## src/include/cpu_config.svh

```systemverilog
// Core widths and reset values; include wherever the RTL or testbench needs them
`ifndef CPU_CONFIG_SVH
`define CPU_CONFIG_SVH

// Integer register and data path width
`define CPU_XLEN 64

// Architectural register count, x0 included
`define CPU_NREGS 32

// Program counter value after reset
`define CPU_RESET_PC 64'h0000_0000_0000_0000

// ADDI x0,x0,0
// Loaded into the instruction register on reset and on every flush
`define CPU_NOP 32'h0000_0013

`endif

```

## src/source/cpu_pkg.sv

```systemverilog
// Shared core types: opcodes, ALU ops, operand selects and the instruction word union
package cpu_pkg;

    // Major opcodes of the supported subset
    typedef enum logic [6:0] {
        OPC_LUI    = 7'b0110111,
        OPC_AUIPC  = 7'b0010111,
        OPC_OP_IMM = 7'b0010011,
        OPC_OP     = 7'b0110011,
        OPC_LOAD   = 7'b0000011,
        OPC_STORE  = 7'b0100011,
        OPC_BRANCH = 7'b1100011,
        OPC_JAL    = 7'b1101111
    } opcode_e;

    typedef enum logic [2:0] {
        ALU_ADD, ALU_SUB, ALU_XOR, ALU_OR, ALU_AND, ALU_SLL, ALU_SRL, ALU_SRA
    } alu_op_e;

    typedef enum logic [1:0] {A_RS1, A_PC, A_ZERO} a_sel_e;  // Operand A source
    typedef enum logic [1:0] {B_RS2, B_IMM, B_FOUR} b_sel_e; // Operand B source

    // funct3 codes of the decoded subset
    localparam logic [2:0] F3_ADD_SUB = 3'b000;
    localparam logic [2:0] F3_SLL     = 3'b001;
    localparam logic [2:0] F3_DOUBLE  = 3'b011; // LD and SD
    localparam logic [2:0] F3_XOR     = 3'b100;
    localparam logic [2:0] F3_SRL_SRA = 3'b101;
    localparam logic [2:0] F3_OR      = 3'b110;
    localparam logic [2:0] F3_AND     = 3'b111;
    localparam logic [2:0] F3_BEQ     = 3'b000;
    localparam logic [2:0] F3_BNE     = 3'b001;

    typedef struct packed {
        logic [6:0] funct7; logic [4:0] rs2; logic [4:0] rs1;
        logic [2:0] funct3; logic [4:0] rd;  opcode_e    opcode;
    } r_fmt_t;
    typedef struct packed {
        logic [11:0] imm; logic [4:0] rs1; logic [2:0] funct3;
        logic [4:0]  rd;  opcode_e    opcode;
    } i_fmt_t;
    typedef struct packed {
        logic [6:0] imm_11_5; logic [4:0] rs2; logic [4:0] rs1;
        logic [2:0] funct3;   logic [4:0] imm_4_0; opcode_e opcode;
    } s_fmt_t;
    typedef struct packed {
        logic imm_12; logic [5:0] imm_10_5; logic [4:0] rs2; logic [4:0] rs1;
        logic [2:0] funct3; logic [3:0] imm_4_1; logic imm_11; opcode_e opcode;
    } b_fmt_t;
    typedef struct packed {
        logic [19:0] imm_31_12; logic [4:0] rd; opcode_e opcode;
    } u_fmt_t;
    typedef struct packed {
        logic imm_20; logic [9:0] imm_10_1; logic imm_11; logic [7:0] imm_19_12;
        logic [4:0] rd; opcode_e opcode;
    } j_fmt_t;

    // One 32-bit word, viewed through whichever format the opcode calls for
    typedef union packed {
        r_fmt_t r_fmt;
        i_fmt_t i_fmt;
        s_fmt_t s_fmt;
        b_fmt_t b_fmt;
        u_fmt_t u_fmt;
        j_fmt_t j_fmt;
    } instr_u;

endpackage

```

## src/source/cpu_control.sv

```systemverilog
// Execute-stage decoder: turns the instruction register into datapath and strobe controls
`timescale 1ns/100ps

module cpu_control (
    input  cpu_pkg::instr_u ir,
    input  logic            zero,     // ALU result is zero
    output cpu_pkg::a_sel_e a_sel,
    output cpu_pkg::b_sel_e b_sel,
    output cpu_pkg::alu_op_e alu_op,
    output logic            reg_we,   // Register write at end of cycle
    output logic            wb_load,  // Write back load data instead of ALU
    output logic            dmem_we,  // Store strobe
    output logic            redirect  // Load branch target, flush fetch
);

    always_comb begin
        // Defaults describe a no-operation
        a_sel    = cpu_pkg::A_RS1;
        b_sel    = cpu_pkg::B_IMM;
        alu_op   = cpu_pkg::ALU_ADD;
        reg_we   = 1'b0;
        wb_load  = 1'b0;
        dmem_we  = 1'b0;
        redirect = 1'b0;

        case (ir.r_fmt.opcode)
            cpu_pkg::OPC_LUI: begin
                a_sel  = cpu_pkg::A_ZERO; // 0 + imm
                reg_we = 1'b1;
            end
            cpu_pkg::OPC_AUIPC: begin
                a_sel  = cpu_pkg::A_PC;   // pc + imm
                reg_we = 1'b1;
            end
            cpu_pkg::OPC_OP_IMM: begin
                reg_we = 1'b1;
                case (ir.i_fmt.funct3)
                    cpu_pkg::F3_ADD_SUB: alu_op = cpu_pkg::ALU_ADD;
                    cpu_pkg::F3_XOR:     alu_op = cpu_pkg::ALU_XOR;
                    cpu_pkg::F3_OR:      alu_op = cpu_pkg::ALU_OR;
                    cpu_pkg::F3_AND:     alu_op = cpu_pkg::ALU_AND;
                    cpu_pkg::F3_SLL:     alu_op = cpu_pkg::ALU_SLL;
                    cpu_pkg::F3_SRL_SRA: begin
                        // Bit 30 picks arithmetic shift
                        alu_op = ir.r_fmt.funct7[5] ? cpu_pkg::ALU_SRA : cpu_pkg::ALU_SRL;
                    end
                    default: reg_we = 1'b0; // SLTI, SLTIU not supported
                endcase
            end
            cpu_pkg::OPC_OP: begin
                b_sel  = cpu_pkg::B_RS2;
                reg_we = 1'b1;
                case (ir.r_fmt.funct3)
                    cpu_pkg::F3_ADD_SUB: begin
                        alu_op = ir.r_fmt.funct7[5] ? cpu_pkg::ALU_SUB : cpu_pkg::ALU_ADD;
                    end
                    cpu_pkg::F3_XOR: alu_op = cpu_pkg::ALU_XOR;
                    cpu_pkg::F3_OR:  alu_op = cpu_pkg::ALU_OR;
                    cpu_pkg::F3_AND: alu_op = cpu_pkg::ALU_AND;
                    default:         reg_we = 1'b0; // Register shifts, compares
                endcase
            end
            cpu_pkg::OPC_LOAD: begin
                if (ir.i_fmt.funct3 == cpu_pkg::F3_DOUBLE) begin // LD only
                    reg_we  = 1'b1;
                    wb_load = 1'b1;  // Address is rs1 + imm
                end
            end
            cpu_pkg::OPC_STORE: begin
                if (ir.r_fmt.funct3 == cpu_pkg::F3_DOUBLE) begin // SD only
                    dmem_we = 1'b1;
                end
            end
            cpu_pkg::OPC_BRANCH: begin
                // Compare by subtraction so zero means equal
                b_sel  = cpu_pkg::B_RS2;
                alu_op = cpu_pkg::ALU_SUB;
                case (ir.r_fmt.funct3)
                    cpu_pkg::F3_BEQ: redirect = zero;
                    cpu_pkg::F3_BNE: redirect = !zero;
                    default:         redirect = 1'b0; // Ordered compares dropped
                endcase
            end
            cpu_pkg::OPC_JAL: begin
                a_sel    = cpu_pkg::A_PC;   // Link is pc + 4
                b_sel    = cpu_pkg::B_FOUR;
                reg_we   = 1'b1;
                redirect = 1'b1;
            end
            default: begin
                // Unknown opcode, every strobe stays low
            end
        endcase
    end

endmodule

```

## config.mk

```make
export PLATFORM = sky130hd
export DESIGN_NAME = cpu_control
export DESIGN_NICKNAME = d
export VERILOG_FILES = /design/src/include/cpu_config.svh /design/src/source/cpu_pkg.sv /design/src/source/cpu_control.sv
export SDC_FILE = /design/constraint.sdc
export NUM_CORES = 1
export LEC_CHECK = 0
export BUFFER_PORTS_ARGS = -buffer_cell sky130_fd_sc_hd__buf_2
export CORE_AREA = 2 2 39 41
export DETAILED_ROUTE_END_ITERATION = 8
export DIE_AREA = 0 0 41 43
export GPL_TIMING_DRIVEN = 0
export PLACE_DENSITY = 0.63
export SLEW_MARGIN = 30
export SYNTH_ARGS = -nofsm -noshare
export SYNTH_HDL_FRONTEND = slang
export SYNTH_SLANG_ARGS = --single-unit
```

## constraint.sdc

```tcl
create_clock -name vclk -period 2.16
set_input_delay 0.324 -clock vclk [all_inputs]
set_output_delay 0.324 -clock vclk [all_outputs]
set_load 0.05 [all_outputs]
```

==> flow_summary.ini <==
[worst_setup_path]
critical-path-top-delay-family = simple AND/OR/NAND/NOR gates
crit_buf_inv = 2
critical_path_class = primary input to output port
cp.required_ps = 1840
crit_chain = buf_2 > nand4bb_1 > nor2_1 > nand2_1 > a2111oi_4 > buf_4
setup.worst_path.end_class = output port
cp_slowest_cell = a2111oi_4
worst_ep_arrival_time_ps = 1690
start_kind = primary input
crit_fanout = 6
slowest_delay_ps = 340

[layout]
final_core_util_pct = 32.5
final_layout_size_suffix_gt1_share_pct = 47.7
regArea_um2 = 0
multiInputGateArea_um2 = 293
area_growth_pct = 51.9
flops_and_latches = 0
antennaDiodeCount = 0
stdcell_area_um2 = 450
fin_nets = 100
nClkBuffers = 0
fillerInstances = 160

[timing]
holdWs_ps = 1040
hold_viol = 0
finalSetupTns_ps = 0
worst_pin_slew_ps = 339
min_period_ps = 2010
finalSetupViolCount = 0
max_freq_ghz = 0.496
max_slew_margin_pct = 77.2
finalMaxSlewViolations = 0
fin_crit_sh_pct = 93.3
rsz0062_at_grt = false

[power]
p_seq_share_pct = 0
irDropWorstVdd_mv = 0.0501
sw_frac_of_total_pct = 60.1
p_leak_uw = 0.000207
internal_power_uw = 24.0
power.density_mw_per_mm2 = 134
pwr-share-comb_pct = 100.0
p_sw_uw = 36.2
clock_power_share_pct = 0

[floorplan]
io_pins = 44
dieArea_mm2 = 0.00176
fp.dieH_um = 43
initial_core_util_pct = 21.4
core_area_mm2 = 0.00138
num_rows = 14
die_w_um = 41

[placement]
io_buffers = 19
dp_hpwl_um = 737
routabilityCongestion = 0.715
placed_area_um2 = 443

[routing]
drc_errors = 0
dr.first_iter.drc_count = 3
routed_wl_um = 937
via_per_inst = 4.94
wire_per_inst_um = 11.6
drtAntennaViolNets = 0
firstDrtPassIters = 2
vias = 400

[outcome]
status = complete, no violations

[global_routing]
grt_pass1_wl_mm = 1.37
grt_overflow = 0
grt_max_degree = 11
grt_usage_pct = 10.2
grt_pass1_vias = 327
antenna_found_initial = 0

[synthesis]
syn_inst = 46
ys_types = 27
yosys-top-cells-count = nand2_1 (5), nor2_1 (5), nor3_1 (4)
yosys_warnings = 0
synth_area_leader_cell = nand4bb_1
netlist.area_leader.share_pct = 7.59
ys_seq_area_share_pct = 0
synth.area.top_cells = nand4bb_1 (7.6%), nor3_1 (6.8%), nand2_1 (6.3%)
avgSynthCellArea_um2 = 6.45
netlist_area_um2 = 297
syn_nets = 79

[hold_path]
hold_class = primary input to output port

[cts]
cts_hold_buffers = 0

[flow_run]
maxCapViolCount = 0
repair_timing:
item | in CTS | in global routing
gates resized for setup | 0 | 3
setup buffers | 0 | 0
setup endpoints to repair | 0 | 2
cell families (layout without fill, tap and decap cells):
kind of cell / after synthesis / after routing / share of synthesized area, %
buffers and inverters: 7 / 26 / 13.5
and+or+nand+nor: 26 / 26 / 52.7
AOI/OAI and AO/OA: 11 / 11 / 27.8
xor gates and xnor gates: 2 / 2 / 5.91
final timing paths:
path,from,end,slack (ps),depth (start not counted)
setup / recovery,ir[2],alu_op[2],150,6
hold / removal,ir[2],alu_op[2],1040,3
layout by cell type (no fill, tap or decap):
master     count
buf_2         19
nand2_1        5
inv_1          3
nor2_1         3
nand3_1        2
buf_4          2
nor2_2         2
nand4bb_1      2
nor3_2         2
xnor2_1        2
nor3_1         2
a21oi_1        2
o21ai_0        2
clkbuf_2       1
nand4b_1       1
buf_6          1
nor2b_1        1
nor3b_2        1
a21boi_0       1
a311o_2        1
a21o_1         1
or3b_1         1
a41o_1         1
a2111oi_4      1
nor4_1         1
nand2b_1       1
and4bb_1       1
a31oi_1        1
or4b_1         1
a21oi_2        1
power groups by stage:
| stage | Sequential, uW | Combinational, uW | Clock, uW |
|---|---|---|---|
| 2_1_floorplan | 0 | 39.8 | 0 |
| 3_3_place_gp | 0 | 58.6 | 0 |
| 3_5_place_dp | 0 | 59.2 | 0 |
| 4_1_cts | 0 | 59.6 | 0 |
| 5_1_grt | 0 | 66.2 | 0 |
| 6_report | 0 | 60.2 | 0 |
routing by layer:
metal | GRT usage, % | wire length, um | up-vias
met5 | 0 | 0 | -
met4 | 0 | 0 | 0
met3 | 0.524 | 79 | 0
met2 | 14.7 | 416 | 14
met1 | 17.1 | 441 | 178
li1 | - | - | 208
metrics by stage:
stage                     instances  setup WS (ps)  total power, uW
after floorplan                  46           -134             39.8
after global placement           81           82.9             58.6
after detailed placement         81           92.4             59.2
after CTS                        81           79.9             59.6
after global routing             81           28.9             66.2
final                            81            146             60.2
layout make-up:
cell class	count	share of cell area [%]
buffer	4	6.39
inverter	3	2.50
multi-input combinational	39	65.0
tap	16	4.44
timing repair buffer	19	21.7
No activity file was read; power rests on OpenSTA's default activity.
