### src/include/cpu_config.svh
// Core widths and reset values; include wherever the RTL or testbench needs them
`ifndef CPU_CONFIG_SVH
`define CPU_CONFIG_SVH

// Integer register and data path width
`define CPU_XLEN 64

// Architectural register count, x0 included
`define CPU_NREGS 32

// Program counter value after reset
`define CPU_RESET_PC 64'h0000_0000_0000_0000

// ADDI x0,x0,0
// Loaded into the instruction register on reset and on every flush
`define CPU_NOP 32'h0000_0013

`endif

### src/source/cpu_pkg.sv
// Shared core types: opcodes, ALU ops, operand selects and the instruction word union
package cpu_pkg;

    // Major opcodes of the supported subset
    typedef enum logic [6:0] {
        OPC_LUI    = 7'b0110111,
        OPC_AUIPC  = 7'b0010111,
        OPC_OP_IMM = 7'b0010011,
        OPC_OP     = 7'b0110011,
        OPC_LOAD   = 7'b0000011,
        OPC_STORE  = 7'b0100011,
        OPC_BRANCH = 7'b1100011,
        OPC_JAL    = 7'b1101111
    } opcode_e;

    typedef enum logic [2:0] {
        ALU_ADD, ALU_SUB, ALU_XOR, ALU_OR, ALU_AND, ALU_SLL, ALU_SRL, ALU_SRA
    } alu_op_e;

    typedef enum logic [1:0] {A_RS1, A_PC, A_ZERO} a_sel_e;  // Operand A source
    typedef enum logic [1:0] {B_RS2, B_IMM, B_FOUR} b_sel_e; // Operand B source

    // funct3 codes of the decoded subset
    localparam logic [2:0] F3_ADD_SUB = 3'b000;
    localparam logic [2:0] F3_SLL     = 3'b001;
    localparam logic [2:0] F3_DOUBLE  = 3'b011; // LD and SD
    localparam logic [2:0] F3_XOR     = 3'b100;
    localparam logic [2:0] F3_SRL_SRA = 3'b101;
    localparam logic [2:0] F3_OR      = 3'b110;
    localparam logic [2:0] F3_AND     = 3'b111;
    localparam logic [2:0] F3_BEQ     = 3'b000;
    localparam logic [2:0] F3_BNE     = 3'b001;

    typedef struct packed {
        logic [6:0] funct7; logic [4:0] rs2; logic [4:0] rs1;
        logic [2:0] funct3; logic [4:0] rd;  opcode_e    opcode;
    } r_fmt_t;
    typedef struct packed {
        logic [11:0] imm; logic [4:0] rs1; logic [2:0] funct3;
        logic [4:0]  rd;  opcode_e    opcode;
    } i_fmt_t;
    typedef struct packed {
        logic [6:0] imm_11_5; logic [4:0] rs2; logic [4:0] rs1;
        logic [2:0] funct3;   logic [4:0] imm_4_0; opcode_e opcode;
    } s_fmt_t;
    typedef struct packed {
        logic imm_12; logic [5:0] imm_10_5; logic [4:0] rs2; logic [4:0] rs1;
        logic [2:0] funct3; logic [3:0] imm_4_1; logic imm_11; opcode_e opcode;
    } b_fmt_t;
    typedef struct packed {
        logic [19:0] imm_31_12; logic [4:0] rd; opcode_e opcode;
    } u_fmt_t;
    typedef struct packed {
        logic imm_20; logic [9:0] imm_10_1; logic imm_11; logic [7:0] imm_19_12;
        logic [4:0] rd; opcode_e opcode;
    } j_fmt_t;

    // One 32-bit word, viewed through whichever format the opcode calls for
    typedef union packed {
        r_fmt_t r_fmt;
        i_fmt_t i_fmt;
        s_fmt_t s_fmt;
        b_fmt_t b_fmt;
        u_fmt_t u_fmt;
        j_fmt_t j_fmt;
    } instr_u;

endpackage

### src/source/cpu_fetch.sv
// Fetch stage: PC, instruction register and redirect flush; instantiated once in cpu_core
`timescale 1ns/100ps
`include "cpu_config.svh"

module cpu_fetch (
    input  logic                 clk_1hz,
    input  logic                 reset_n,
    input  logic [31:0]          imem_data, // Word at imem_addr, same cycle
    input  logic                 redirect,  // Taken branch or JAL in execute
    input  logic [`CPU_XLEN-1:0] imm,       // Offset of the executing instruction
    output logic [`CPU_XLEN-1:0] imem_addr,
    output cpu_pkg::instr_u      ir,
    output logic [`CPU_XLEN-1:0] ir_pc      // PC of the word held in ir
);

    logic [`CPU_XLEN-1:0] pc;
    logic [`CPU_XLEN-1:0] pc_plus4; // Sequential next PC
    logic [`CPU_XLEN-1:0] target;   // Branch or jump destination

    assign imem_addr = pc;  // Combinational instruction address
    assign pc_plus4  = pc + `CPU_XLEN'd4;
    assign target    = ir_pc + imm; // Relative to the executing instruction

    always_ff @(posedge clk_1hz or negedge reset_n) begin
        if (!reset_n) begin
            pc    <= `CPU_RESET_PC;
            ir    <= `CPU_NOP;
            ir_pc <= `CPU_RESET_PC;
        end else if (redirect) begin
            // Word fetched this cycle is on the wrong path
            pc    <= target;
            ir    <= `CPU_NOP; // One bubble
            ir_pc <= pc;
        end else begin
            pc    <= pc_plus4;
            ir    <= imem_data;
            ir_pc <= pc;
        end
    end

    // Redirect targets come from imm_gen, so a bad offset shows up here
    a_pc_aligned: assert property (
        @(posedge clk_1hz) disable iff (!reset_n) pc[1:0] == 2'b00
    ) else $error("fetch PC not word aligned: %h", pc);

endmodule

### config.mk
export PLATFORM = sky130hd
export DESIGN_NAME = cpu_fetch
export DESIGN_NICKNAME = d
export VERILOG_FILES = /design/src/source/cpu_pkg.sv /design/src/source/cpu_fetch.sv
export VERILOG_INCLUDE_DIRS = /design/src /design/src/include
export SDC_FILE = /design/constraint.sdc
export NUM_CORES = 1
export LEC_CHECK = 0
export BUFFER_PORTS_ARGS = -buffer_cell sky130_fd_sc_hd__buf_2
export CAP_MARGIN = 5
export CORE_ASPECT_RATIO = 1.5
export CORE_MARGIN = 3
export CORE_UTILIZATION = 48
export CTS_BUF_LIST = sky130_fd_sc_hd__clkbuf_4 sky130_fd_sc_hd__clkbuf_8 sky130_fd_sc_hd__clkbuf_16
export CTS_CLUSTER_DIAMETER = 80
export DETAILED_ROUTE_END_ITERATION = 6
export HOLD_SLACK_MARGIN = 0.02
export PLACE_DENSITY = 0.72
export SYNTH_ARGS = -nofsm -noshare
export SYNTH_HDL_FRONTEND = slang
export SYNTH_SLANG_ARGS = --single-unit
### constraint.sdc
create_clock -name clk_1hz -period 4.9 [get_ports clk_1hz]
set_input_delay 0.49 -clock clk_1hz [delete_from_list [all_inputs] [get_ports clk_1hz]]
set_output_delay 0.49 -clock clk_1hz [all_outputs]
set_load 0.02 [all_outputs]
==> metrics.md, run 1 <==
| Metric | Value |
|---|---|
| Net Sw Frac | `47.9%` |
| Hold-fix buffers at CTS | `0` |
| Flops & latches, synth | `160` |
| # resized after CTS | `0` |
| Num CTS Buffers | `17` |
| Setup tns final | `0 ps` |
| I/O Pins | `259` |
| Via count | `9,281` |
| Worst min path class | `primary input to asynchronous set/reset pin` |
| Run status | `complete, no violations` |
| Clock sinks | `160` |
| Post-CTS setup buffers | `0` |
| Share of cells above drive strength 1 | `25.2%` |
| Final nets | `1,498` |
| Final worst path period need | `3370 ps` |
| CP endpoint kind | `flop` |
| Final worst path period share | `68.8%` |
| Comb pwr share | `56.3%` |
| Initial core utilization | `49.2%` |
| Syn Area/Cell | `9.22 sq um` |
| Fmax | `297 MHz` |
| Clock Power Share | `16.8%` |
| Worst Setup Path Type | `flop to flop` |
| Number of DRC markers in iteration 0 | `710` |
| Remaining DRCs | `0` |
| Ys async rst share | `100%` |
| Die area | `0.0228 sq mm` |
| Antenna Nets Post-Route | `0` |
| Site Rows | `64` |
| Power Density | `746 mW/mm^2` |
| Worst EP arrival | `3660 ps` |
| First-pass GRT wire length | `46,900 um` |
| Setup Viol. Count Final | `0` |
| EDFF count, synth | `0` |
| H-Tree Depth | `4` |
| Fin. max-slew vios | `0` |
| Max Cap Viol | `0` |
| Max Root-Sink Buffers | `2` |
| Worst path required time | `5190 ps` |
| Int Power | `4.75 mW` |
| Reg2reg setup slack | `1530 ps` |
| Clock Pin Slew Worst Setup and Hold Paths | `70 ps` |
| VDD IR-drop max | `0.386 mV` |
| Final Core Density | `59.7%` |
| Final wirelength | `30,100 um` |
| IO buf count | `258` |
| Core area | `0.0205 sq mm` |
| Critical Path Fanout Max | `4` |
| RSZ-0062 raised after global routing | `false` |
| Die Span X | `124 um` |
| Final Hold Viols | `0` |
| Leakage | `5.74 nW` |
| Final-layout fill cell count | `1,847` |
| Via-per-instance ratio | `5.76` |
| Slew headroom | `42.6%` |
| Clock Tree Root | `clkbuf_16` |
| Clk_skew | `12.8 ps` |
| Avg WL per Cell | `18.7 um` |
| Synth Net Count | `1,258` |
| Post-Synthesis Cells | `1,094` |
| Syn. warnings | `0` |
| Global route overflow | `0` |
| CP Cell Sequence | `ha_1 > inv_1 > fa_1 > nand2b_1 > a211oi_1 > o2111ai_1 > o211ai_1 > a21o_1 > a41oi_1 > o21ai_0 > xnor2_1 > a21oi_1` |
| Gr usage total | `25.7%` |
| Initial antenna violation count | `3` |
| CP Launch Type | `flop` |
| Crit path largest cell delay | `520 ps` |
| FF-to-FF End | `imem_addr[32]` |
| Drt pass-1 iters | `6` |
| Die Ht | `184 um` |
| Total net switching power | `4.37 mW` |
| Seq/Total Area, Yosys | `39.7%` |
| Final HPWL DP | `23,100 um` |
| Worst Tran Pin Value | `860 ps` |
| Sequential Area | `0.00401 sq mm` |
| Ys flop type | `dfrtp_1` |
| CTS tree | `done` |
| Slowest CP cell | `o211ai_1` |
| Sequential power share | `26.8%` |
| CP top delay family | `compound AO/OA/AOI/OAI gates` |
| Worst skew pair latency | `450 ps` |
| Synthesis-to-finish area growth | `21.3%` |
| Reg2reg start | `ir_pc[0]` |
| R2r worst-path depth | `12` |
| Vias in the first global route | `9,255` |
| Worst Path Buf+Inv | `1` |
| Cell variety after synth | `75` |
| Routability Congestion | `0.945` |
| Area of the mapped netlist | `0.0101 sq mm` |
| Multi-input logic area | `0.00577 sq mm` |
| Maximum number of pins on one net before global-route repair | `88` |
-- cell usage in the layout (no fill, tap or decap), types with 27 or more instances in the layout --
cell,n
ha_1,64
xor2_1,51
nor2_1,84
dfrtp_1,157
a21o_1,41
nand3_1,32
a21oi_1,116
xnor2_1,60
nor2b_1,36
nand2_1,101
inv_1,27
buf_2,256
o21ai_0,48
-- through the flow --
stage | power (mW) | setup slack [ps] | hold WS, ps | area (sq um) | std cells
final | 9.13 | 1530 | 111 | 12200 | 1612
after global routing | 9.74 | 1300 | 185 | 12200 | 1612
after CTS | 9.11 | 1600 | 149 | 12200 | 1611
after detailed placement | 7.53 | 1390 | 393 | 11600 | 1579
after global placement | 7.47 | 1480 | 381 | 11600 | 1579
after floorplan | 5.96 | 2000 | 194 | 10100 | 1094
-- power by group through the flow --
stage | registers (mW) | logic [mW] | clock network, mW
after global placement | 2.46 | 5.02 | 0
after global routing | 2.53 | 5.59 | 1.61
final | 2.45 | 5.14 | 1.54
after floorplan | 3.02 | 2.94 | 0
after detailed placement | 2.47 | 5.06 | 0
after CTS | 2.45 | 5.11 | 1.56
-- area by class of cell --
type                       count  area share, %
multi-input combinational    863           47.2
sequential                   160           32.7
timing repair buffer         264           11.0
tap                          264           2.70
inverter                      28          0.859
antenna                        1         0.0204
clock inverter                13           1.82
clock buffer                  19           3.70
-- synthesized netlist by cell type, types with 4 or more instances --
cell | instances | area [sq um]
dfrtp_1 | 157 | 3930
a21oi_1 | 116 | 581
nand2_1 | 101 | 379
nor2_1 | 84 | 315
ha_1 | 64 | 801
xnor2_1 | 60 | 526
xor2_1 | 51 | 447
o21ai_0 | 48 | 240
a21o_1 | 41 | 308
nor2b_1 | 36 | 225
clkbuf_1 | 34 | 128
nand3_1 | 32 | 160
inv_1 | 27 | 101
nand4_1 | 26 | 163
nor3_1 | 20 | 100
o21bai_1 | 15 | 113
a211oi_1 | 13 | 97.6
a31oi_1 | 12 | 75.1
and3_1 | 12 | 75.1
mux2i_1 | 10 | 100
or2_2 | 8 | 50.1
and2_1 | 7 | 43.8
or3_1 | 7 | 43.8
and3_2 | 6 | 45.0
o21a_1 | 6 | 45.0
a221oi_1 | 5 | 43.8
nor3_2 | 5 | 50.1
o211ai_1 | 5 | 37.5
and4_1 | 4 | 35.0
buf_2 | 4 | 20.0
nand2b_1 | 4 | 25.0
nor4_1 | 4 | 25.0
o31a_1 | 4 | 35.0
-- worst reg2reg max path, cell delays in order (launching register included) --
cell	delay, ps
dfrtp_1	350
ha_1	160
inv_1	50
fa_1	370
nand2b_1	200
a211oi_1	320
o2111ai_1	310
o211ai_1	520
a21o_1	220
a41oi_1	200
o21ai_0	270
xnor2_1	160
a21oi_1	80
-- worst max-delay path by stage --
stage / start / endpoint / slack [ps] / cells past startpoint
3_3_place_gp: imm[0] / imem_addr[32] / 1480 / 13
3_5_place_dp: imm[0] / imem_addr[62] / 1390 / 13
5_1_grt: ir_pc[0] / imem_addr[32] / 1300 / 12
4_1_cts: ir_pc[0] / imem_addr[32] / 1600 / 12
2_1_floorplan: imm[0] / imem_addr[32] / 2000 / 12
6_report: ir_pc[0] / imem_addr[32] / 1530 / 12
-- sequential cells by signal, summed over array words and instances (netlist names) --
register   flops
ir_pc         64
ir            32
imem_addr     64
-- per-layer routing --
metal / vias up / global-route usage, % / wire (um)
met1: 4430 / 27.9 / 11100
met3: 84 / 5.55 / 1740
li1: 4403 / - / -
met5: - / 0 / 25
met4: 4 / 12.3 / 1160
met2: 360 / 47.2 / 16100
-- cell families (layout without fill, tap and decap cells) --
| kind of cell | count (synthesis) | after routing | share of synthesized area (%) |
|---|---|---|---|
| simple gates | 375 | 375 | 19.5 |
| compound gates | 298 | 298 | 18.5 |
| flops | 160 | 160 | 39.7 |
| xor+xnor | 111 | 111 | 9.64 |
| buf+inv | 71 | 324 | 3.06 |
| fa+ha+maj | 65 | 65 | 8.14 |
| mux | 14 | 14 | 1.44 |
| other cells | 0 | 1 | 0 |
Power figures use the tool's default switching activity.
==> run 2, diff against run 1 <==
--- a/config.mk
+++ b/config.mk
@@ -15,7 +15,7 @@
 export CTS_CLUSTER_DIAMETER = 80
 export DETAILED_ROUTE_END_ITERATION = 6
 export HOLD_SLACK_MARGIN = 0.02
-export PLACE_DENSITY = 0.72
+export PLACE_DENSITY = 0.75
 export SYNTH_ARGS = -nofsm -noshare
 export SYNTH_HDL_FRONTEND = slang
 export SYNTH_SLANG_ARGS = --single-unit
==> constraint.sdc (replaced) <==
create_clock -name clk_1hz -period 2.8 [get_ports clk_1hz]
set_input_delay 0.28 -clock clk_1hz [delete_from_list [all_inputs] [get_ports clk_1hz]]
set_output_delay 0.28 -clock clk_1hz [all_outputs]
set_load 0.02 [all_outputs]
==> metrics.md, run 2 (synthesized netlist as in run 1, its figures left out) <==
| Metric | Value |
|---|---|
| PnR worst setup slack | `-24.2 ps` |
| Via-per-instance ratio | `5.70` |
| Worst EP arrival | `3150 ps` |
| Setup Viol. Count Final | `2` |
| Slew headroom | `42.8%` |
| Run status | `finished, violations left` |
| Violated checks | `setup timing` |
| CP Launch Type | `flop` |
| Die Span X | `124 um` |
| Clk_skew | `8.12 ps` |
| Synthesis-to-finish area growth | `35.7%` |
| Number of DRC markers in iteration 0 | `693` |
| Final worst path period share | `101%` |
| I/O Pins | `259` |
| IO buf count | `258` |
| Num CTS Buffers | `17` |
| Initial core utilization | `49.2%` |
| Fin. max-slew vios | `0` |
| Max Cap Viol | `0` |
| Clock Tree Root | `clkbuf_16` |
| Final nets | `1,628` |
| Most frequent cells in the layout | `256 x buf_2, 156 x dfrtp_1, 128 x buf_4, 102 x a21oi_1, 96 x nand2_1` |
| Routability Congestion | `0.941` |
| First-pass GRT wire length | `50,100 um` |
| H-Tree Depth | `4` |
| Avg WL per Cell | `18.7 um` |
| Final hold slack | `52.4 ps` |
| Total Power | `17.6 mW` |
| Setup tns final | `-25.9 ps` |
| Vias in the first global route | `10,100` |
| Share of cells above drive strength 1 | `36.6%` |
| Critical Path Fanout Max | `3` |
| Initial antenna violation count | `2` |
| RSZ-0062 raised after global routing | `true` |
| Clock sinks | `160` |
| Final worst path period need | `2820 ps` |
| Remaining DRCs | `0` |
| Worst skew pair latency | `440 ps` |
| Worst path required time | `3130 ps` |
| Final wirelength | `32,500 um` |
| Gr usage total | `27.4%` |
| Final Hold Viols | `0` |
| Worst min path class | `primary input to flop` |
| Max Root-Sink Buffers | `2` |
| Worst Tran Pin Value | `858 ps` |
| Die Ht | `184 um` |
| Fmax | `354 MHz` |
| Leakage | `6.41 nW` |
| Maximum number of pins on one net before global-route repair | `89` |
| Global route overflow | `0` |
| Power Density | `1290 mW/mm^2` |
| Via count | `9,934` |
| Site Rows | `64` |
| Clock Pin Slew Worst Setup and Hold Paths | `70 ps` |
| Worst Setup Path Type | `flop to flop` |
| CTS tree | `done` |
| Commonest non-fill, non-tap cell in the layout | `buf_2` |
| Core area | `0.0205 sq mm` |
| VDD IR-drop max | `0.723 mV` |
| Drt pass-1 iters | `5` |
| Die area | `0.0228 sq mm` |
| Final HPWL DP | `24,500 um` |
| Antenna Nets Post-Route | `0` |
| CP endpoint kind | `flop` |
-- run 2: cell types whose count changed in the layout (fill, tap and decap cells not counted), sizes merged --
cell | previous run | this run
clkinv | 2 | 5
bufinv | 5 | 1
inv | 33 | 32
dlygate4sd3 | 0 | 4
clkbuf | 19 | 20
clkinvlp | 1 | 2
buf | 264 | 390
-- run 2: where the power goes --
part	total, mW	switching (mW)	internal (mW)
Clock	2.28	1.01	1.27
Combinational	11.1	6.39	4.73
Sequential	4.23	0.949	3.28
Total	17.6	8.34	9.28
-- run 2: critical path, cell delays in order (launching register included) --
cell and delay [ps]:
dfrtp_1 420, ha_4 290, a21oi_4 60, nand4b_1 240, a2111oi_2 360, buf_4 200
nor4b_4 50, or3_4 390, a21oi_4 190, o31ai_2 110, and3_1 150, o31a_1 230
-- run 2: final cells by class --
type | count | area (sq um)
clock buffers | 20 | 454
fillers | 1666 | 6810
flip-flops and latches | 160 | 4010
multi-input cells | 863 | 6310
well taps | 264 | 330
diodes | 1 | 2.50
repair buffers | 394 | 2370
inverters | 28 | 105
clock inverters | 12 | 109
-- run 2: metrics by stage --
stage                     util, %  area (sq um)  setup WS [ps]  std cells
final                        66.8         13700          -24.2       1742
after global routing         66.8         13700           -127       1742
after CTS                    65.1         13400          -76.6       1733
after detailed placement     60.7         12400           -361       1692
after global placement       60.7         12400           -292       1692
after floorplan                 -         10100          0.136       1094
-- run 2: routing by layer --
metal	vias up	GRT usage [%]	wire length [um]	part of all wire, %
li1	4653	-	-	-
met1	4711	28.3	11600	36
met4	2	15.6	1770	5.4
met5	-	0	7	0.022
met3	132	5.96	1890	5.8
met2	436	51.1	17300	53
-- run 2: what timing repair did --
action,4_1_cts,5_1_grt
setup endpoints to repair,33,37
endpoints found under the hold margin,84,0
gates resized for setup,53,55
pin swaps,29,31
hold buffers,4,0
setup buffers,6,9
-- run 2: path summary, 6_finish.rpt --
kind	from	endpoint	slack, ps	cells after the start
max	ir_pc[1]	imem_addr[63]	-20	11
min	imem_data[30]	ir[30]	50	2
max reg2reg	ir_pc[1]	imem_addr[63]	-20	11
min reg2reg	imem_addr[0]	ir_pc[0]	400	0
max in group asynchronous	reset_n	ir[0]	1520	3
min in group asynchronous	reset_n	ir_pc[39]	460	2
