[config.mk]
export PLATFORM = sky130hd
export DESIGN_NAME = cpu_imm_gen
export DESIGN_NICKNAME = d
export VERILOG_FILES = /design/src/source/cpu_pkg.sv /design/src/source/cpu_imm_gen.sv
export VERILOG_INCLUDE_DIRS = /design/src /design/src/include
export SDC_FILE = /design/constraint.sdc
export NUM_CORES = 1
export LEC_CHECK = 0
export ABC_AREA = 1
export BUFFER_PORTS_ARGS = -buffer_cell sky130_fd_sc_hd__buf_2
export CAP_MARGIN = 20
export CORE_MARGIN = 4
export CORE_UTILIZATION = 35
export DETAILED_ROUTE_END_ITERATION = 16
export PLACE_DENSITY = 0.84
export SYNTH_ARGS = -nofsm -noshare
export SYNTH_HDL_FRONTEND = slang
export SYNTH_SLANG_ARGS = --single-unit
[constraint.sdc]
create_clock -name vclk -period 3.3
set_clock_uncertainty 0.2 [all_clocks]
set_input_delay 0.66 -clock vclk [all_inputs]
set_output_delay 0.66 -clock vclk [all_outputs]
set_load 0.01 [all_outputs]
[src/include/cpu_config.svh]
// Core widths and reset values; include wherever the RTL or testbench needs them
`ifndef CPU_CONFIG_SVH
`define CPU_CONFIG_SVH

// Integer register and data path width
`define CPU_XLEN 64

// Architectural register count, x0 included
`define CPU_NREGS 32

// Program counter value after reset
`define CPU_RESET_PC 64'h0000_0000_0000_0000

// ADDI x0,x0,0
// Loaded into the instruction register on reset and on every flush
`define CPU_NOP 32'h0000_0013

`endif

[src/source/cpu_pkg.sv]
// Shared core types: opcodes, ALU ops, operand selects and the instruction word union
package cpu_pkg;

    // Major opcodes of the supported subset
    typedef enum logic [6:0] {
        OPC_LUI    = 7'b0110111,
        OPC_AUIPC  = 7'b0010111,
        OPC_OP_IMM = 7'b0010011,
        OPC_OP     = 7'b0110011,
        OPC_LOAD   = 7'b0000011,
        OPC_STORE  = 7'b0100011,
        OPC_BRANCH = 7'b1100011,
        OPC_JAL    = 7'b1101111
    } opcode_e;

    typedef enum logic [2:0] {
        ALU_ADD, ALU_SUB, ALU_XOR, ALU_OR, ALU_AND, ALU_SLL, ALU_SRL, ALU_SRA
    } alu_op_e;

    typedef enum logic [1:0] {A_RS1, A_PC, A_ZERO} a_sel_e;  // Operand A source
    typedef enum logic [1:0] {B_RS2, B_IMM, B_FOUR} b_sel_e; // Operand B source

    // funct3 codes of the decoded subset
    localparam logic [2:0] F3_ADD_SUB = 3'b000;
    localparam logic [2:0] F3_SLL     = 3'b001;
    localparam logic [2:0] F3_DOUBLE  = 3'b011; // LD and SD
    localparam logic [2:0] F3_XOR     = 3'b100;
    localparam logic [2:0] F3_SRL_SRA = 3'b101;
    localparam logic [2:0] F3_OR      = 3'b110;
    localparam logic [2:0] F3_AND     = 3'b111;
    localparam logic [2:0] F3_BEQ     = 3'b000;
    localparam logic [2:0] F3_BNE     = 3'b001;

    typedef struct packed {
        logic [6:0] funct7; logic [4:0] rs2; logic [4:0] rs1;
        logic [2:0] funct3; logic [4:0] rd;  opcode_e    opcode;
    } r_fmt_t;
    typedef struct packed {
        logic [11:0] imm; logic [4:0] rs1; logic [2:0] funct3;
        logic [4:0]  rd;  opcode_e    opcode;
    } i_fmt_t;
    typedef struct packed {
        logic [6:0] imm_11_5; logic [4:0] rs2; logic [4:0] rs1;
        logic [2:0] funct3;   logic [4:0] imm_4_0; opcode_e opcode;
    } s_fmt_t;
    typedef struct packed {
        logic imm_12; logic [5:0] imm_10_5; logic [4:0] rs2; logic [4:0] rs1;
        logic [2:0] funct3; logic [3:0] imm_4_1; logic imm_11; opcode_e opcode;
    } b_fmt_t;
    typedef struct packed {
        logic [19:0] imm_31_12; logic [4:0] rd; opcode_e opcode;
    } u_fmt_t;
    typedef struct packed {
        logic imm_20; logic [9:0] imm_10_1; logic imm_11; logic [7:0] imm_19_12;
        logic [4:0] rd; opcode_e opcode;
    } j_fmt_t;

    // One 32-bit word, viewed through whichever format the opcode calls for
    typedef union packed {
        r_fmt_t r_fmt;
        i_fmt_t i_fmt;
        s_fmt_t s_fmt;
        b_fmt_t b_fmt;
        u_fmt_t u_fmt;
        j_fmt_t j_fmt;
    } instr_u;

endpackage

[src/source/cpu_imm_gen.sv]
// Immediate generator: sign-extends the immediate of the instruction in execute
`timescale 1ns/100ps
`include "cpu_config.svh"

module cpu_imm_gen (
    input  cpu_pkg::instr_u      ir,
    output logic [`CPU_XLEN-1:0] imm
);

    logic is_shift; // SLLI, SRLI, SRAI

    assign is_shift = (ir.i_fmt.funct3 == cpu_pkg::F3_SLL) ||
                      (ir.i_fmt.funct3 == cpu_pkg::F3_SRL_SRA);

    always_comb begin
        case (ir.r_fmt.opcode)
            cpu_pkg::OPC_OP_IMM: begin
                if (is_shift) imm = {{(`CPU_XLEN-6){1'b0}}, ir.i_fmt.imm[5:0]}; // shamt
                else          imm = {{(`CPU_XLEN-12){ir.i_fmt.imm[11]}}, ir.i_fmt.imm};
            end
            cpu_pkg::OPC_LOAD:   imm = {{(`CPU_XLEN-12){ir.i_fmt.imm[11]}}, ir.i_fmt.imm};
            cpu_pkg::OPC_STORE:  imm = {{(`CPU_XLEN-12){ir.s_fmt.imm_11_5[6]}},
                                        ir.s_fmt.imm_11_5, ir.s_fmt.imm_4_0};
            cpu_pkg::OPC_BRANCH: imm = {{(`CPU_XLEN-13){ir.b_fmt.imm_12}}, ir.b_fmt.imm_12,
                                        ir.b_fmt.imm_11, ir.b_fmt.imm_10_5,
                                        ir.b_fmt.imm_4_1, 1'b0}; // Halfword offset
            cpu_pkg::OPC_LUI,
            cpu_pkg::OPC_AUIPC:  imm = {{(`CPU_XLEN-32){ir.u_fmt.imm_31_12[19]}},
                                        ir.u_fmt.imm_31_12, 12'b0};
            cpu_pkg::OPC_JAL:    imm = {{(`CPU_XLEN-21){ir.j_fmt.imm_20}}, ir.j_fmt.imm_20,
                                        ir.j_fmt.imm_19_12, ir.j_fmt.imm_11,
                                        ir.j_fmt.imm_10_1, 1'b0};
            default:             imm = '0; // R format and unknown words
        endcase
    end

endmodule

==> run metrics, run 1 <==
total wire length after detailed routing=2510 um; switching fraction of total power=57.6%; met2 demand-to-capacity share in global routing=27.4%; setup repair after global routing missed its margin=false; highest-utilization routing layer at the global route stage=met2; share of post-route cells with drive strength above 1=53.5%; hold crit path type=in -> out; register area=0 sq um; filler cell count=about 270; Final Core Density=49.0%; startpoint type of the worst setup path=input pin; hold_ws=~1400 ps; vias per inst=roughly 4.6; run status=complete, no violations; post-synthesis instance area=815 sq um; combinational family with the most area after synthesis=simple AND/OR/NAND/NOR gates; wire length per cell=10.4 um; warning count from the yosys run=0; detailed-routing iteration count for the pre-antenna-repair pass=4; Core Rows=17; Comb power frac=100.0%; total vias in the final route=1100; final-stage net count=247; xor-xnor portion of the synthesized cell area=0%; number of pins exceeding their max-slew limit in the final report=0; die span in x=56.2 um; power density cells=approximately 68 nW/um^2; part of the power in registers=0%; number of buffers added on ports=96; global-route met1 utilization=19.9%; internal power=31.4 uW; post-synthesis average cell area=5.43 sq um; Worst EP arrival=1910 ps; Total Power Consumption=roughly 74 uW; slowest CP cell=sky130_fd_sc_hd__buf_4; count of hold buffers inserted by post-cts repair=0; timing-limited maximum frequency=360 MHz; final clock period utilization by the worst path=84.1%; post-CTS repair timing setup buffer count=0; post-DP HPWL=2180 um; post-layout min period=2770 ps; proportion of synthesized area in mux cells=0%; Mapped Nets=182; DRC marker count from the first detailed-route iteration=28; dpl cells=between 200 and 250; endpoints failing hold=0; worst slew slack as a fraction of its limit=73.0%; clock network power share=0%; number of setup violations in the final report=0; Largest stage delay, worst path=240 ps; vertical die dimension=56.2 um; setup_tns=0 ps; Crit Path Max Fanout=33; total number of sequential cells=0; Netlist cell types=15; global router's overall resource usage=between 10% and 20%; pin count of the biggest net entering global routing=34; cell breakdown of the critical path=buf_2 > inv_1 > nand2_1 > nor2_2 > nand3_1 > buf_4 > nand3_1 > buf_4 > buf_2; switching power=42.7 uW; clock buffer instance count of the final layout=0; simple-gate portion of the synthesized area=57.3%; number of standard cells after synthesis=150; routing usage on met3=1.86%; antenna violations before repair=0; weighted congestion reported at the end of routability-driven placement=0.856; Data required, critical path=2440 ps; core box area=2210 sq um; number of global-route vias before repair=936; Worst IR Drop VDD=0.0471 mV; Multi-input gate area=472 sq um; number of max-cap violations=0; die area=3160 sq um; cts repair resizes=0; GR Overflow Total=0; sequential cell area fraction in the yosys report=0%; path type of the worst setup path=in -> out; count of placed standard cells in the final layout, fillers left out=about 240; category of the worst setup path capture point=output pin; slew at the pin closest to its max-slew limit=404 ps; wire length of the first global-routing pass=4060 um; adder and majority cell fraction of the synthesized area=0%; leakage component of the power=0.000889 uW; Starting Density=36.8%; remaining number of nets flagged by the antenna check after routing=0; DRC violations left=0; number of top-level design ports=96; ant diodes=0; layout overhead on the synthesized area=33.2%; share of the synthesized area in compound gates (AO/OA/AOI/OAI)=0.614%
[cell type report]
cell class	count	share of cell area (%)
multi-input cells	96	43.5
well taps	28	3.23
inverters	16	5.54
repair buffers	101	47.8
[placed cells by master (no fill, tap or decap)]
master / n
sky130_fd_sc_hd__buf_2: 96
sky130_fd_sc_hd__nand2_1: 38
sky130_fd_sc_hd__nand3_1: 25
sky130_fd_sc_hd__inv_1: 14
sky130_fd_sc_hd__nand4_1: 11
sky130_fd_sc_hd__nor2_1: 10
sky130_fd_sc_hd__nand2_2: 5
sky130_fd_sc_hd__buf_4: 5
sky130_fd_sc_hd__nor2_2: 3
sky130_fd_sc_hd__inv_2: 2
sky130_fd_sc_hd__nor2_4: 1
sky130_fd_sc_hd__o21ai_0: 1
sky130_fd_sc_hd__nand4_4: 1
sky130_fd_sc_hd__nand3_2: 1
[routing by layer]
metal / routed length [um] / vias up
met5: 0 / -
met4: 0 / 0
met3: 287 / 0
met2: 1180 / 66
met1: 1040 / 458
li1: - / 576
[Yosys cell counts, drive strengths merged]
cell type	instances	area share [%]
nor2	14	8.3
inv	16	7.4
nand3	26	17
o21ai	1	0.61
nand2	43	21
nand4	12	11
buf	38	35
[worst max-delay path, delay by kind of cell]
| family | cells | cell delay, ps |
|---|---|---|
| buf+inv | 5 | 780 |
| simple gates | 4 | 470 |
[power groups by stage]
stage                     sequential, uW  combinational [uW]  clock [uW]
after floorplan                        0                43.2           0
after global placement                 0                74.2           0
after detailed placement               0                74.7           0
after CTS                              0                74.9           0
after global routing                   0                82.8           0
final                                  0                74.2           0
[cells by family (layout without fill, tap and decap cells)]
group           count (synthesis)  in the layout
simple gates                   95             95
buf+inv                        54            117
compound gates                  1              1
[stage by stage]
step / setup WS [ps] / instance area, sq um
4_1_cts: 510 / 1080
3_5_place_dp: 509 / 1080
2_1_floorplan: 294 / 815
3_3_place_gp: 546 / 1080
5_1_grt: 290 / 1080
6_report: 525 / 1080
[worst paths after layout]
path / startpoint / to / slack, ps / cells after the start
worst max-delay path: ir[2] / imm[62] / 530 / 9
worst min-delay path: ir[14] / imm[14] / 1400 / 4
Note: power is estimated with default switching activity, not from simulation.
==> inputs of run 2 (changes only) <==
Clock period 3.3 ns to 2.7 ns, I/O delays scaled along.
==> run 2 against run 1 <==
- via count rose by 1.1%
- critical path depth shrank 1
- setup slack lost 320 ps
- sequential share of layout area unchanged
- global-route usage down 0.19 points
==> run metrics, run 2 (synthesis gave the netlist of run 1 again) <==
Crit Path Max Fanout=11 (-67%); Worst EP arrival=1750 ps (-160 ps); die span in x=56.2 um (unchanged); pin count of the biggest net entering global routing=34 (unchanged); critical path's top delay family=simple AND/OR/NAND/NOR gates; dpl cells=241 (unchanged); remaining number of nets flagged by the antenna check after routing=0 (unchanged); share of post-route cells with drive strength above 1=54.0% (+0.47 points); vertical die dimension=56.2 um (unchanged); wire length per cell=10.9 um (+4.2%); slowest CP cell=sky130_fd_sc_hd__nor2_2; total number of sequential cells=0 (unchanged); number of setup violations in the final report=0 (unchanged); leading cell types in the layout, fill and taps excluded=sky130_fd_sc_hd__buf_2 (96), sky130_fd_sc_hd__nand2_1 (38), sky130_fd_sc_hd__nand3_1 (24); category of the worst setup path capture point=output pin; number of global-route vias before repair=969 (+3.5%); setup_tns=0 ps (unchanged); number of max-cap violations=0 (unchanged); post-layout min period=2490 ps; die area=3160 sq um (unchanged); ant diodes=0 (unchanged); number of buffers added on ports=96 (unchanged); cell breakdown of the critical path=buf_2 > inv_1 > nand2_1 > nor2_2 > nand3_1 > buf_4 > nand4_1 > buf_2; detailed-routing iteration count for the pre-antenna-repair pass=4 (unchanged); final clock period utilization by the worst path=92.3%; number of top-level design ports=96 (unchanged); slew at the pin closest to its max-slew limit=450 ps (+46.5 ps); antenna violations before repair=0 (unchanged); most frequent standard cell in the layout excluding fill and tap cells=sky130_fd_sc_hd__buf_2; hold crit path type=in -> out; clock network power share=0% (unchanged); power density cells=82.6 nW/um^2 (+21%); clock buffer instance count of the final layout=0 (unchanged); Core Rows=17 (unchanged); vias per inst=4.61 (+1.1%); setup repair after global routing missed its margin=false; startpoint type of the worst setup path=input pin; total vias in the final route=1112 (+1.1%); endpoints failing hold=0 (unchanged); worst slew slack as a fraction of its limit=69.9% (-3.1 points); register area=0 sq um (unchanged); wire length of the first global-routing pass=4130 um (+1.5%); timing-limited maximum frequency=401 MHz; count of placed standard cells in the final layout, fillers left out=241 (unchanged); final-stage net count=247 (unchanged); global router's overall resource usage=14.8% (-0.19 points); GR Overflow Total=0 (unchanged); start point of the critical path=ir[2]; Starting Density=36.8% (unchanged); switching power=52.4 uW (+23%); weighted congestion reported at the end of routability-driven placement=0.882 (+3.0%); Data required, critical path=1960 ps (-480 ps); DRC marker count from the first detailed-route iteration=28 (unchanged); critical hold path startpoint=ir[18]; Largest stage delay, worst path=280 ps (+40 ps); part of the power in registers=0% (unchanged); total wire length after detailed routing=2620 um (+4.2%); layout overhead on the synthesized area=34.7%; DRC violations left=0 (unchanged); buffers and inverters on the worst path=4 (-1); path type of the worst setup path=in -> out; internal power=38.3 uW (+22%); switching fraction of total power=57.8% (+0.21 points); post-DP HPWL=2180 um (-0.27%); number of pins exceeding their max-slew limit in the final report=0 (unchanged); most used cell along the critical path=sky130_fd_sc_hd__buf_2; leakage component of the power=0.000896 uW (+0.77%); Worst IR Drop VDD=0.0605 mV (+28%); core box area=2210 sq um (unchanged); run status=complete, no violations; Comb power frac=100.0% (about the same)
==> run 2: cell types whose count changed in the layout (fill, tap and decap cells not counted) <==
cell	previous run	this run
sky130_fd_sc_hd__nand3_4	0	1
sky130_fd_sc_hd__nand3_1	25	24
==> run 2: final cells by class <==
class	instances	area [sq um]
fillers	248	1110
inverters	16	60.1
multi-input cells	96	484
well taps	28	35.0
repair buffers	101	518
==> run 2: timing repair <==
action | in CTS | in global routing
endpoints found under the hold margin | 0 | 0
gates resized for setup | 0 | 1
setup endpoints to repair | 0 | 33
hold buffers | 0 | 0
buffers inserted | 0 | 0
==> run 2: per-layer routing <==
layer	track usage, %	part of all wire [%]
met4	0	0
met1	16.9	38
met2	29.2	49
met5	0	0
met3	3.48	13
==> run 2: power by group through the flow <==
stage               combinational (uW)  clock [uW]  sequential, uW
floorplan                         52.4           0               0
global placement                  90.0           0               0
detailed placement                91.0           0               0
CTS                               91.2           0               0
global route                       101           0               0
finish                            90.7           0               0
==> run 2: final timing paths <==
kind | end | depth (start not counted)
worst min-delay path | imm[18] | 4
worst max-delay path | imm[24] | 8
==> run 2: metrics by stage <==
step           util [%]  hold slack (ps)  worst slack (ps)  total power [uW]  instance area [sq um]
2_1_floorplan         -              967               254              52.4                    820
3_3_place_gp       49.3             1160               176              90.0                   1090
3_5_place_dp       49.3             1160               142              91.0                   1090
4_1_cts            49.3             1160               141              91.2                   1090
5_1_grt            49.6             1180              74.6               101                   1100
6_report           49.6             1170               209              90.7                   1100
==> inputs of run 3 (changes only) <==
Settings changed: CORE_ASPECT_RATIO set to 0.6.
==> run 3 against run 2 <==
- utilization rose by 0.48 points
- critical path type unchanged
- global-route usage rose by 0.80 points
- die area rose by 0.80%
- sequential cell count did not move
- setup slack barely moved
- maximum frequency barely moved
- largest power group unchanged
- highest routed layer unchanged
- wire length rose by 4.6%
==> run metrics, run 3 (synthesis gave the netlist of run 1 again) <==
Largest stage delay, worst path=240 ps (-40 ps); post-layout min period=2490 ps (-0.499 ps); count of placed standard cells in the final layout, fillers left out=243 (+0.83%); filler cell count=234 (-5.6%); total vias in the final route=1109 (-0.27%); Final Core Density=50.1% (+0.48 points); weighted congestion reported at the end of routability-driven placement=0.885 (+0.39%); pin count of the biggest net entering global routing=34 (unchanged); total wire length after detailed routing=2740 um (+4.6%); Post-Place Setup Slack=94.8 ps (-47.0 ps); die area=3190 sq um (+0.80%); layout overhead on the synthesized area=35.0%; antenna violations before repair=0 (unchanged); GR Overflow Total=0 (unchanged); leading cell types in the layout, fill and taps excluded=sky130_fd_sc_hd__buf_2 (96), sky130_fd_sc_hd__nand2_1 (38), sky130_fd_sc_hd__nand3_1 (24); dpl cells=243 (+0.83%); WHS Path Cells=4 (unchanged); number of setup violations in the final report=0 (unchanged); endpoints failing hold=0 (unchanged); final-stage net count=247 (unchanged); wire length per cell=11.3 um (+3.8%); number of max-cap violations=0 (unchanged); hold_ws=1160 ps (-2.61 ps); Starting Density=37.1% (+0.27 points); path type of the worst setup path=in -> out; clock buffer instance count of the final layout=0 (unchanged); leakage component of the power=0.000896 uW (unchanged); global router's overall resource usage=15.6% (+0.80 points); slew at the pin closest to its max-slew limit=425 ps (-25.3 ps); final clock period utilization by the worst path=92.2% (about the same); number of cells on the critical path=8 (unchanged); Worst EP arrival=1750 ps (about the same); share of post-route cells with drive strength above 1=54.0% (unchanged); remaining number of nets flagged by the antenna check after routing=0 (unchanged); worst path setup slack after routing=209 ps (+0.499 ps); most frequent standard cell in the layout excluding fill and tap cells=sky130_fd_sc_hd__buf_2; post-CTS repair timing setup buffer count=0 (unchanged); Data required, critical path=1960 ps (about the same); vias per inst=4.56 (-1.1%); total number of sequential cells=0 (unchanged); count of hold buffers inserted by post-cts repair=0 (unchanged); critical path's top delay family=simple AND/OR/NAND/NOR gates; category of the worst setup path capture point=output pin; DRC violations left=0 (unchanged); register area=0 sq um (unchanged); buffers and inverters on the worst path=2 (-2); power density cells=83.9 nW/um^2 (+1.6%); number of pins exceeding their max-slew limit in the final report=0 (unchanged); number of top-level design ports=96 (unchanged); Worst IR Drop VDD=0.0531 mV (-12%); Core Rows=13 (-4); vertical die dimension=45.4 um (-19%); cell breakdown of the critical path=buf_2 > nand2_1 > nor2_1 > nand2_2 > nand2_2 > nand2_1 > nand3_4 > buf_2; DRC marker count from the first detailed-route iteration=26 (-7.1%); slowest CP cell=sky130_fd_sc_hd__nor2_1; Crit Path Max Fanout=33 (+22); number of buffers added on ports=96 (unchanged); wire length of the first global-routing pass=4200 um (+1.7%); cts repair resizes=0 (unchanged); die span in x=70.3 um (+25%); setup_tns=0 ps (unchanged); worst slew slack as a fraction of its limit=71.6% (+1.7 points); ant diodes=0 (unchanged); timing-limited maximum frequency=402 MHz (about the same); startpoint type of the worst setup path=input pin; post-DP HPWL=2320 um (+6.7%); core box area=2200 sq um (-0.74%); run status=complete, no violations; number of global-route vias before repair=928 (-4.2%); setup repair after global routing missed its margin=false; detailed-routing iteration count for the pre-antenna-repair pass=4 (unchanged); hold crit path type=in -> out
==> run 3: routing by layer <==
metal  wire length (um)  vias to the layer above  global-route usage, %
li1                   -                      576                      -
met1               1250                      483                   21.2
met2               1220                       50                   28.1
met3                268                        0                   2.22
met4                  0                        0                  0.763
met5                  0                        -                      0
==> run 3: worst paths after layout <==
check / to / slack, ps / from
worst max-delay path: imm[34] / 210 / ir[1]
worst min-delay path: imm[16] / 1160 / ir[16]
==> run 3: area by class of cell <==
| type | count | area, sq um | area share (%) |
|---|---|---|---|
| Inverter | 16 | 60.1 | 5.46 |
| Multi-Input combinational cell | 96 | 484 | 44.0 |
| Tap cell | 30 | 37.5 | 3.41 |
| Timing Repair Buffer | 101 | 518 | 47.1 |
==> run 3: per-stage QoR <==
| step | area, sq um | power [uW] |
|---|---|---|
| after CTS | 1090 | 92.5 |
| after detailed placement | 1090 | 92.3 |
| after global placement | 1090 | 90.9 |
| after global routing | 1100 | 103 |
| after floorplan | 820 | 52.4 |
| final | 1100 | 92.3 |
==> run 3: report_power, final <==
part,switching (uW),internal [uW],leakage [uW]
Sequential,0,0,0
Clock,0,0,0
Combinational,54.0,38.3,0.000896
